[config.mk]
export PLATFORM = sky130hd
export DESIGN_NAME = cache_ctrl_top
export DESIGN_NICKNAME = d
export VERILOG_FILES = /design/src/cache_ctrl_pkg.sv /design/src/cache_ctrl_if.sv /design/src/cache_ctrl_top.sv /design/src/ctrl_bank_issue.sv /design/src/ctrl_fwd_decode.sv /design/src/ctrl_resp_pack.sv /design/src/ctrl_resp_track.sv
export SDC_FILE = /design/constraint.sdc
export NUM_CORES = 1
export LEC_CHECK = 0
export BUFFER_PORTS_ARGS = -buffer_cell sky130_fd_sc_hd__buf_2
export CAP_MARGIN = 10
export CORE_UTILIZATION = 55
export CTS_CLUSTER_DIAMETER = 50
export DETAILED_ROUTE_END_ITERATION = 10
export PLACE_DENSITY_LB_ADDON = 0.12
export SETUP_SLACK_MARGIN = 0.15
export SKIP_LAST_GASP = 1
export SLEW_MARGIN = 30
export SYNTH_ARGS = -nofsm -noshare
export SYNTH_HDL_FRONTEND = slang
export SYNTH_SLANG_ARGS = --single-unit
[constraint.sdc]
create_clock -name clk_i -period 18 [get_ports clk_i]
set_input_delay 0.9 -clock clk_i [delete_from_list [all_inputs] [get_ports clk_i]]
set_output_delay 0.9 -clock clk_i [all_outputs]
set_load 0.03 [all_outputs]
[src/cache_ctrl_pkg.sv]
// sizes, enums and the request header type shared by the cache controller
`default_nettype none

package cache_ctrl_pkg;

  // data path and address sizes
  localparam int data_width = 64;
  localparam int data_bytes = data_width / 8;
  localparam int addr_width = 28;

  // cache bank organization
  localparam int num_banks          = 2;
  localparam int bank_sel_width     = 1;
  localparam int l2_sets            = 8;
  localparam int l2_assoc           = 2;
  localparam int blocks_per_bank    = l2_sets * l2_assoc;
  localparam int block_offset_width = 6;

  // room for three outstanding requests per bank
  localparam int track_depth = num_banks * 3;
  localparam int id_width    = 4;

  typedef enum logic {
    e_mem_rd = 1'b0,
    e_mem_wr = 1'b1
  } msg_type_e;

  // encoded as log2 of the byte count
  typedef enum logic [1:0] {
    e_size_1 = 2'd0,
    e_size_2 = 2'd1,
    e_size_4 = 2'd2,
    e_size_8 = 2'd3
  } msg_size_e;

  typedef enum logic [3:0] {
    e_op_tagst = 4'd0,
    e_op_lb    = 4'd1,
    e_op_lh    = 4'd2,
    e_op_lw    = 4'd3,
    e_op_ld    = 4'd4,
    e_op_sb    = 4'd5,
    e_op_sh    = 4'd6,
    e_op_sw    = 4'd7,
    e_op_sd    = 4'd8
  } cache_op_e;

  typedef enum logic [1:0] {
    e_init_reset = 2'd0,
    e_init_clear = 2'd1,
    e_init_ready = 2'd2
  } init_state_e;

  typedef struct packed {
    msg_type_e             msg_type;
    msg_size_e             size;
    logic [addr_width-1:0] addr;
    logic [id_width-1:0]   id;
  } mem_hdr_s;

endpackage

`default_nettype wire

[src/cache_ctrl_if.sv]
// cache_req_if and resp_track_if interfaces with their modports
`timescale 1ns/1ps
`default_nettype none

// decoded request from the decode register to the bank issue stage
interface cache_req_if;
  cache_ctrl_pkg::mem_hdr_s                  hdr;
  cache_ctrl_pkg::cache_op_e                 op;
  logic [cache_ctrl_pkg::bank_sel_width-1:0] bank;
  logic [cache_ctrl_pkg::addr_width-1:0]     bank_addr;
  logic [cache_ctrl_pkg::data_width-1:0]     data;
  logic                                      valid;
  logic                                      ready;

  modport producer (
    output hdr, op, bank, bank_addr, data, valid,
    input  ready
  );

  modport consumer (
    input  hdr, op, bank, bank_addr, data, valid,
    output ready
  );
endinterface

// head entry of the response tracking FIFO
interface resp_track_if;
  cache_ctrl_pkg::mem_hdr_s                  hdr;
  logic [cache_ctrl_pkg::bank_sel_width-1:0] bank;
  logic                                      valid;
  logic                                      pop;

  modport source (
    output hdr, bank, valid,
    input  pop
  );

  modport sink (
    input  hdr, bank, valid,
    output pop
  );
endinterface

`default_nettype wire

[src/cache_ctrl_top.sv]
// cache controller top level with decode, issue, tracking and response stages
`timescale 1ns/1ps
`default_nettype none

module cache_ctrl_top (
  input  logic                                                            clk_i,
  input  logic                                                            reset_i,
  input  cache_ctrl_pkg::msg_type_e                                       fwd_type_i,
  input  cache_ctrl_pkg::msg_size_e                                       fwd_size_i,
  input  logic [cache_ctrl_pkg::addr_width-1:0]                           fwd_addr_i,
  input  logic [cache_ctrl_pkg::id_width-1:0]                             fwd_id_i,
  input  logic [cache_ctrl_pkg::data_width-1:0]                           fwd_data_i,
  input  logic                                                            fwd_v_i,
  output logic                                                            fwd_ready_o,
  output cache_ctrl_pkg::msg_type_e                                       rev_type_o,
  output cache_ctrl_pkg::msg_size_e                                       rev_size_o,
  output logic [cache_ctrl_pkg::addr_width-1:0]                           rev_addr_o,
  output logic [cache_ctrl_pkg::id_width-1:0]                             rev_id_o,
  output logic [cache_ctrl_pkg::data_width-1:0]                           rev_data_o,
  output logic                                                            rev_v_o,
  input  logic                                                            rev_ready_i,
  output cache_ctrl_pkg::cache_op_e                                       cache_op_o,
  output logic [cache_ctrl_pkg::addr_width-1:0]                           cache_addr_o,
  output logic [cache_ctrl_pkg::data_width-1:0]                           cache_data_o,
  output logic [cache_ctrl_pkg::num_banks-1:0]                            cache_pkt_v_o,
  input  logic [cache_ctrl_pkg::num_banks-1:0]                            cache_pkt_yumi_i,
  input  logic [cache_ctrl_pkg::num_banks-1:0][cache_ctrl_pkg::data_width-1:0] cache_data_i,
  input  logic [cache_ctrl_pkg::num_banks-1:0]                            cache_data_v_i,
  output logic [cache_ctrl_pkg::num_banks-1:0]                            cache_data_yumi_o
);

  cache_req_if  req_bus ();
  resp_track_if trk_bus ();

  logic                                      trk_push;
  cache_ctrl_pkg::mem_hdr_s                  trk_hdr;
  logic [cache_ctrl_pkg::bank_sel_width-1:0] trk_bank;
  logic                                      trk_full;
  logic [cache_ctrl_pkg::num_banks-1:0]      init_data_yumi;
  logic [cache_ctrl_pkg::num_banks-1:0]      pack_data_yumi;

  ctrl_fwd_decode u_decode (
    .clk_i, .reset_i, .fwd_type_i, .fwd_size_i, .fwd_addr_i, .fwd_id_i, .fwd_data_i,
    .fwd_v_i, .fwd_ready_o, .req(req_bus.producer)
  );

  ctrl_bank_issue u_issue (
    .clk_i, .reset_i, .req(req_bus.consumer), .cache_op_o, .cache_addr_o, .cache_data_o,
    .cache_pkt_v_o, .cache_data_yumi_o(init_data_yumi), .cache_pkt_yumi_i, .cache_data_v_i,
    .trk_push_o(trk_push), .trk_hdr_o(trk_hdr), .trk_bank_o(trk_bank), .trk_full_i(trk_full)
  );

  ctrl_resp_track u_track (
    .clk_i, .reset_i, .push_i(trk_push), .hdr_i(trk_hdr), .bank_i(trk_bank),
    .full_o(trk_full), .head(trk_bus.source)
  );

  ctrl_resp_pack u_pack (
    .clk_i, .reset_i, .head(trk_bus.sink), .cache_data_i, .cache_data_v_i,
    .pack_data_yumi_o(pack_data_yumi), .rev_type_o, .rev_size_o, .rev_addr_o, .rev_id_o,
    .rev_data_o, .rev_v_o, .rev_ready_i
  );

  // init drains clears and the packer drains responses, never both at once
  assign cache_data_yumi_o = init_data_yumi | pack_data_yumi;

endmodule

`default_nettype wire

[src/ctrl_bank_issue.sv]
// tag clear init sequence and per-bank cache packet issue
`timescale 1ns/1ps
`default_nettype none

module ctrl_bank_issue (
  input  logic                                      clk_i,
  input  logic                                      reset_i,
  cache_req_if.consumer                             req,
  output cache_ctrl_pkg::cache_op_e                 cache_op_o,
  output logic [cache_ctrl_pkg::addr_width-1:0]     cache_addr_o,
  output logic [cache_ctrl_pkg::data_width-1:0]     cache_data_o,
  output logic [cache_ctrl_pkg::num_banks-1:0]      cache_pkt_v_o,
  output logic [cache_ctrl_pkg::num_banks-1:0]      cache_data_yumi_o,
  input  logic [cache_ctrl_pkg::num_banks-1:0]      cache_pkt_yumi_i,
  input  logic [cache_ctrl_pkg::num_banks-1:0]      cache_data_v_i,
  output logic                                      trk_push_o,
  output cache_ctrl_pkg::mem_hdr_s                  trk_hdr_o,
  output logic [cache_ctrl_pkg::bank_sel_width-1:0] trk_bank_o,
  input  logic                                      trk_full_i
);

  typedef logic [$clog2(cache_ctrl_pkg::num_banks * cache_ctrl_pkg::blocks_per_bank):0] clr_cnt_t;

  localparam clr_cnt_t clr_total = clr_cnt_t'(cache_ctrl_pkg::num_banks *
                                              cache_ctrl_pkg::blocks_per_bank);
  localparam int idx_width = $clog2(cache_ctrl_pkg::blocks_per_bank);

  cache_ctrl_pkg::init_state_e state_r;
  clr_cnt_t sent_r;
  clr_cnt_t recv_r;
  clr_cnt_t recv_inc;
  logic [cache_ctrl_pkg::bank_sel_width-1:0] clr_bank;
  logic is_clear;
  logic is_ready;

  assign is_clear = (state_r == cache_ctrl_pkg::e_init_clear);
  assign is_ready = (state_r == cache_ctrl_pkg::e_init_ready);
  // clears run through bank 0 before bank 1
  assign clr_bank = sent_r[idx_width +: cache_ctrl_pkg::bank_sel_width];

  always_comb
  begin
    cache_op_o    = req.op;
    cache_addr_o  = req.bank_addr;
    cache_data_o  = req.data;
    cache_pkt_v_o = '0;
    if (is_clear)
    begin
      cache_op_o   = cache_ctrl_pkg::e_op_tagst;
      cache_addr_o = cache_ctrl_pkg::addr_width'(sent_r[idx_width-1:0])
                     << cache_ctrl_pkg::block_offset_width;
      cache_data_o = '0;
      if (sent_r < clr_total)
        cache_pkt_v_o[clr_bank] = 1'b1;
    end
    else if (is_ready)
      cache_pkt_v_o[req.bank] = req.valid & ~trk_full_i;
  end

  // with no item held, ready only reflects room downstream
  assign req.ready = is_ready & ~trk_full_i & (~req.valid | cache_pkt_yumi_i[req.bank]);

  assign trk_push_o = is_ready & req.valid & cache_pkt_yumi_i[req.bank];
  assign trk_hdr_o  = req.hdr;
  assign trk_bank_o = req.bank;

  // tag clear responses carry nothing useful, drain them all
  assign cache_data_yumi_o = is_clear ? cache_data_v_i : '0;

  always_comb
  begin
    recv_inc = '0;
    for (int b = 0; b < cache_ctrl_pkg::num_banks; b++)
      recv_inc = recv_inc + clr_cnt_t'(cache_data_yumi_o[b]);
  end

  always_ff @(posedge clk_i)
  begin
    if (reset_i)
    begin
      state_r <= cache_ctrl_pkg::e_init_reset;
      sent_r  <= '0;
      recv_r  <= '0;
    end
    else
    begin
      case (state_r)
        cache_ctrl_pkg::e_init_reset:
          state_r <= cache_ctrl_pkg::e_init_clear;
        cache_ctrl_pkg::e_init_clear:
        begin
          if (|cache_pkt_yumi_i)
            sent_r <= sent_r + 1'b1;
          recv_r <= recv_r + recv_inc;
          if (sent_r == clr_total && recv_r == clr_total)
            state_r <= cache_ctrl_pkg::e_init_ready;
        end
        default:
          state_r <= state_r;
      endcase
    end
  end

endmodule

`default_nettype wire

[src/ctrl_fwd_decode.sv]
// request decode register with opcode mapping and bank address swizzle
`timescale 1ns/1ps
`default_nettype none

module ctrl_fwd_decode (
  input  logic                                  clk_i,
  input  logic                                  reset_i,
  input  cache_ctrl_pkg::msg_type_e             fwd_type_i,
  input  cache_ctrl_pkg::msg_size_e             fwd_size_i,
  input  logic [cache_ctrl_pkg::addr_width-1:0] fwd_addr_i,
  input  logic [cache_ctrl_pkg::id_width-1:0]   fwd_id_i,
  input  logic [cache_ctrl_pkg::data_width-1:0] fwd_data_i,
  input  logic                                  fwd_v_i,
  output logic                                  fwd_ready_o,
  cache_req_if.producer                         req
);

  cache_ctrl_pkg::cache_op_e             op_n;
  logic [cache_ctrl_pkg::addr_width-1:0] bank_addr_n;
  logic                                  take;

  // consumer ready is low through init and while the held item is stalled
  assign fwd_ready_o = req.ready;
  assign take        = fwd_v_i & fwd_ready_o;

  always_comb
  begin
    case (fwd_size_i)
      cache_ctrl_pkg::e_size_1: op_n = cache_ctrl_pkg::e_op_lb;
      cache_ctrl_pkg::e_size_2: op_n = cache_ctrl_pkg::e_op_lh;
      cache_ctrl_pkg::e_size_4: op_n = cache_ctrl_pkg::e_op_lw;
      default:                  op_n = cache_ctrl_pkg::e_op_ld;
    endcase
    // stores sit four codes above the matching loads
    if (fwd_type_i == cache_ctrl_pkg::e_mem_wr)
      op_n = cache_ctrl_pkg::cache_op_e'(op_n + 4'd4);
  end

  // drop the bank select bit and close the gap from above
  assign bank_addr_n = {1'b0,
                        fwd_addr_i[cache_ctrl_pkg::addr_width-1:
                                   cache_ctrl_pkg::block_offset_width+1],
                        fwd_addr_i[cache_ctrl_pkg::block_offset_width-1:0]};

  always_ff @(posedge clk_i)
  begin
    if (reset_i)
      req.valid <= 1'b0;
    else if (take)
      req.valid <= 1'b1;
    else if (req.ready)
      req.valid <= 1'b0;
  end

  always_ff @(posedge clk_i)
  begin
    if (take)
    begin
      req.hdr       <= '{msg_type: fwd_type_i, size: fwd_size_i,
                         addr: fwd_addr_i, id: fwd_id_i};
      req.op        <= op_n;
      req.bank      <= fwd_addr_i[cache_ctrl_pkg::block_offset_width];
      req.bank_addr <= bank_addr_n;
      req.data      <= fwd_data_i;
    end
  end

endmodule

`default_nettype wire

[src/ctrl_resp_pack.sv]
// bank data select, size masking and registered response output
`timescale 1ns/1ps
`default_nettype none

module ctrl_resp_pack (
  input  logic                                                            clk_i,
  input  logic                                                            reset_i,
  resp_track_if.sink                                                      head,
  input  logic [cache_ctrl_pkg::num_banks-1:0][cache_ctrl_pkg::data_width-1:0] cache_data_i,
  input  logic [cache_ctrl_pkg::num_banks-1:0]                            cache_data_v_i,
  output logic [cache_ctrl_pkg::num_banks-1:0]                            pack_data_yumi_o,
  output cache_ctrl_pkg::msg_type_e                                       rev_type_o,
  output cache_ctrl_pkg::msg_size_e                                       rev_size_o,
  output logic [cache_ctrl_pkg::addr_width-1:0]                           rev_addr_o,
  output logic [cache_ctrl_pkg::id_width-1:0]                             rev_id_o,
  output logic [cache_ctrl_pkg::data_width-1:0]                           rev_data_o,
  output logic                                                            rev_v_o,
  input  logic                                                            rev_ready_i
);

  logic [cache_ctrl_pkg::data_width-1:0] sel_data;
  logic [cache_ctrl_pkg::data_width-1:0] masked_data;
  logic                                  take;

  // bank data is aligned at the LSB, keep only the requested bytes
  assign sel_data = cache_data_i[head.bank];

  always_comb
  begin
    masked_data = '0;
    for (int i = 0; i < cache_ctrl_pkg::data_bytes; i++)
    begin
      if (i < (1 << head.hdr.size))
        masked_data[8*i +: 8] = sel_data[8*i +: 8];
    end
  end

  // take data only when the output register is free this edge
  assign take     = head.valid & cache_data_v_i[head.bank] & (~rev_v_o | rev_ready_i);
  assign head.pop = take;

  always_comb
  begin
    pack_data_yumi_o            = '0;
    pack_data_yumi_o[head.bank] = take;
  end

  always_ff @(posedge clk_i)
  begin
    if (reset_i)
      rev_v_o <= 1'b0;
    else if (take)
      rev_v_o <= 1'b1;
    else if (rev_ready_i)
      rev_v_o <= 1'b0;
  end

  always_ff @(posedge clk_i)
  begin
    if (take)
    begin
      rev_type_o <= head.hdr.msg_type;
      rev_size_o <= head.hdr.size;
      rev_addr_o <= head.hdr.addr;
      rev_id_o   <= head.hdr.id;
      rev_data_o <= masked_data;
    end
  end

endmodule

`default_nettype wire

[src/ctrl_resp_track.sv]
// in-order tracking FIFO of bank and header for requests in flight
`timescale 1ns/1ps
`default_nettype none

module ctrl_resp_track (
  input  logic                                      clk_i,
  input  logic                                      reset_i,
  input  logic                                      push_i,
  input  cache_ctrl_pkg::mem_hdr_s                  hdr_i,
  input  logic [cache_ctrl_pkg::bank_sel_width-1:0] bank_i,
  output logic                                      full_o,
  resp_track_if.source                              head
);

  localparam int ptr_width = $clog2(cache_ctrl_pkg::track_depth);
  localparam int cnt_width = $clog2(cache_ctrl_pkg::track_depth + 1);

  cache_ctrl_pkg::mem_hdr_s                  hdr_mem  [cache_ctrl_pkg::track_depth];
  logic [cache_ctrl_pkg::bank_sel_width-1:0] bank_mem [cache_ctrl_pkg::track_depth];
  logic [ptr_width-1:0] wr_ptr_r;
  logic [ptr_width-1:0] rd_ptr_r;
  logic [cnt_width-1:0] count_r;

  assign full_o     = (count_r == cnt_width'(cache_ctrl_pkg::track_depth));
  assign head.valid = (count_r != '0);
  assign head.hdr   = hdr_mem[rd_ptr_r];
  assign head.bank  = bank_mem[rd_ptr_r];

  always_ff @(posedge clk_i)
  begin
    if (push_i)
    begin
      hdr_mem[wr_ptr_r]  <= hdr_i;
      bank_mem[wr_ptr_r] <= bank_i;
    end
  end

  // depth is not a power of two so pointers wrap by compare
  always_ff @(posedge clk_i)
  begin
    if (reset_i)
    begin
      wr_ptr_r <= '0;
      rd_ptr_r <= '0;
      count_r  <= '0;
    end
    else
    begin
      if (push_i)
        wr_ptr_r <= (wr_ptr_r == ptr_width'(cache_ctrl_pkg::track_depth - 1)) ? '0
                                                                               : wr_ptr_r + 1'b1;
      if (head.pop)
        rd_ptr_r <= (rd_ptr_r == ptr_width'(cache_ctrl_pkg::track_depth - 1)) ? '0
                                                                               : rd_ptr_r + 1'b1;
      if (push_i && !head.pop)
        count_r <= count_r + 1'b1;
      else if (!push_i && head.pop)
        count_r <= count_r - 1'b1;
    end
  end

endmodule

`default_nettype wire

==> summary.txt <==
Run status
  – Run status: completed

STA
  – Final Hold Vio Count: 0
  – Slew Viols, Final: 0
  – Worst Tran Pin Value: 0.9437 ns
  – Fin crit share: 0.2188
  – Final WS setup: roughly 14 ns
  – Fin crit period: approximately 3.9 ns
  – Worst slew margin: 0.3708
  – Setup tns final: 0 ns
  – Final setup fails: 0
  – Max Fclk: ~250 MHz
  – Worst Skew: around 0.015 ns
  – RSZ-0062 raised after global routing: false

Final layout
  – Register Area: ~0.013 mm²
  – Fill cell count: 2144
  – Post-Route Utilization: 0.6906
  – Fraction of layout cells with a size suffix above 1: 0.3684
  – Most frequent cells in the layout: buf_2, edfxtp_1, nand2_1
  – Commonest non-fill, non-tap cell in the layout: buf_2
  – Multi-input gate area: between 0.003 and 0.004 mm²
  – Synth-to-Final Area Change: 23.68%
  – Nets: roughly 1800

Detailed routing
  – Drt first-iter violations: 650
  – DRC viols: 0
  – DR pass1 iterations: 5
  – Routed via count: roughly 10000
  – Routed Antenna Nets: 0
  – Drt via density: ~5.3
  – Drt wl/cell: between 15 and 20 µm
  – Total wire length: between 30000 and 40000 µm

Worst setup path
  – Required @ worst endpoint: 17.10 ns
  – Largest stage delay, worst path: 0.79 ns
  – Worst-path maximum fanout: 67
  – Worst reg2reg setup slack: 14.35 ns
  – CP endpoint kind: primary output
  – Crit path launch type: flip-flop
  – Critical path arrival: 3.04 ns
  – End of the critical path: cache_data_yumi_o[1]
  – Crit-path slowest cell: dfxtp_4
  – R2R Path End: u_track.count_r[2]
  – Setup CP Type: reg -> out
  – Crit-path cells: mux4_2 -> inv_2 -> buf_4 -> a21oi_1 -> nor2b_1 -> buf_2
  – R2R depth: 11

Synth
  – Most used DFF post-synth: edfxtp_1
  – Syn_area_per_cell: roughly 16 µm²
  – Cell count after synthesis: between 1000 and 1500
  – Flops & latches, synth: 440
  – Mapped Nets: between 1000 and 1500
  – Cell accounting for the most synthesized area: edfxtp_1
  – Synth area leaders: edfxtp_1, mux4_2, and2_1, nand2_1, dfxtp_1
  – Register area share after synthesis: 0.7591
  – Ys Warns: 0
  – Count of cell types in the netlist: 47
  – Post-synth ARST share: 0
  – Share of the synthesized area in the top cell type: 0.7262
  – Number of synthesized flops with an enable pin: 412
  – Synth Cell Area: between 0.015 and 0.02 mm²

Floorplan
  – Initial Util: 0.5584
  – Total die area: ~0.032 mm²
  – Std cell rows: 64
  – Io pins: approximately 440
  – Die H: between 150 and 200 µm
  – Die width: around 180 µm
  – Core footprint: between 0.03 and 0.04 mm²

Clock network
  – H-tree Lvls: 2
  – # resized after CTS: 0
  – Max Root-Sink Buffers: 3
  – # Post-CTS Setup Buffers: 0
  – Clk slew on worst S/H paths: approximately 0.060 ns
  – CTS Hold Bufs: 0
  – Clk_lat worst skew: 0.53 ns
  – Root Buffer: clkbuf_16
  – Cts bufs inserted: 45
  – Clk sinks: 440
  – CTS tree: built

Power and ir drop
  – Psw: between 400 and 500 µW
  – Static leakage: 7.945 nW
  – Seq pwr share: 0.537
  – Internal power: about 1.7 mW
  – Clock power frac: 0.431
  – Pwr dens: ~98 mW/mm²
  – Gate power share: 0.032
  – IR drop worst, VDD: 0.08181 mV
  – Sw Share: 0.1964

Min path
  – HP Class: reg -> reg

GRT
  – Vias in the first global route: slightly above 10000
  – Largest net degree at the start of global routing: ~80
  – Grt ovf: 0
  – Initial antenna violation count: 1
  – First-pass GRT wire length: around 55000 µm
  – GRT Overall Usage: 0.2307

Job
  – Max Cap Viol: 0

Placed design
  – Place WS: about 14 ns
  – Port Buffers: between 400 and 500
  – Placer Congestion: slightly below 0.9
  – DP Wirelength: ~24000 µm
sequential cells by signal, summed over array words and instances, names as in the netlist, named ones only:
register / count
u_track.hdr_mem: 210
u_decode.req.data: 64
u_pack.rev_data_o: 64
u_decode.req.hdr: 35
u_pack.rev_addr_o: 28
u_issue.recv_r: 6
u_issue.sent_r: 6
u_decode.req.op: 4
u_pack.rev_id_o: 4
u_track.count_r: 3
u_track.rd_ptr_r: 3
u_track.wr_ptr_r: 3
u_issue.state_r: 2
u_pack.rev_size_o: 2
u_decode.req.valid: 1
u_pack.rev_type_o: 1
u_pack.rev_v_o: 1
area by class of cell:
type / instances / area share
timing repair buffer: 447 / 0.1098
inverter: 15 / 0.002672
tap: 396 / 0.02352
clock buffer: 55 / 0.05719
clock inverter: 26 / 0.01116
antenna: 1 / 0.0001188
multi-input combinational: 567 / 0.1814
sequential: 440 / 0.6142
power groups by stage:
stage          Clock, mW  Combinational (mW)  Sequential (mW)
6_report           0.890              0.0663             1.11
5_1_grt            0.949              0.0726             1.11
4_1_cts            0.907              0.0671             1.11
3_5_place_dp           0              0.0667             1.13
3_3_place_gp           0              0.0652             1.13
2_1_floorplan          0              0.0292             1.13
metrics by stage:
step | instances | hold slack (ns) | instance area, µm² | total power, mW
final | 1947 | 0.4700 | 21070 | 2.064
after global routing | 1946 | 0.5027 | 21070 | 2.128
after CTS | 1946 | 0.4754 | 21060 | 2.082
after detailed placement | 1865 | 0.4676 | 19620 | 1.196
after global placement | 1863 | 0.4618 | 19570 | 1.195
after floorplan | 1077 | 0.4488 | 17040 | 1.158
critical path, delay by kind of cell (launching register included):
kind	cells	cell delay, ns
muxes	1	0.61
and+or+nand+nor	1	0.14
buffers and inverters	3	0.78
AOI/OAI and AO/OA	1	0.14
DFF	1	0.79
worst min path at each step:
| stage | startpoint | cells past startpoint | slack, ns | end |
|---|---|---|---|---|
| final | u_issue.recv_r[0] | 2 | 0.47 | u_issue.recv_r[0] |
| after global routing | u_issue.recv_r[0] | 2 | 0.50 | u_issue.recv_r[0] |
| after CTS | u_issue.recv_r[0] | 2 | 0.48 | u_issue.recv_r[0] |
| after detailed placement | u_issue.recv_r[0] | 2 | 0.47 | u_issue.recv_r[0] |
| after global placement | u_issue.recv_r[0] | 2 | 0.46 | u_issue.recv_r[0] |
| after floorplan | u_issue.recv_r[0] | 2 | 0.45 | u_issue.recv_r[0] |
Yosys cell counts, types with 2 or more instances:
master    instances
edfxtp_1        412
nand2_1         158
a21oi_1          97
and2_1           97
nor2_1           55
mux2i_1          40
mux4_2           35
clkbuf_1         29
dfxtp_1          28
buf_2            14
inv_1            14
ha_1              9
xnor2_1           9
nor2b_1           7
nor3_1            7
nand2b_1          6
buf_6             5
nand3_1           5
buf_1             4
nand4_1           4
o21ai_0           4
xor2_1            4
buf_4             3
mux2_2            3
nor4_1            3
or3_1             3
fa_1              2
kinds of logic (layout without fill, tap and decap cells):
kind of cell               count (synthesis)  after routing  synth area share
xor gates and xnor gates                  13             13          0.006683
and+or+nand+nor                          351            351           0.09731
adders and majority gates                 11             11          0.008960
DFF                                      440            440            0.7591
buffers and inverters                     70            543           0.01931
muxes                                     80             80           0.07322
AOI/OAI and AO/OA                        111            111           0.03518
other                                      1              2         0.0002201
metal layers:
layer | vias up | wire, µm | track usage
met1 | 4937 | 14630 | 0.2857
met5 | - | 13 | 0
met2 | 414 | 18260 | 0.4032
met3 | 71 | 2643 | 0.05264
li1 | 4823 | - | -
met4 | 2 | 882 | 0.06980
(Power assumes the default switching activity.)
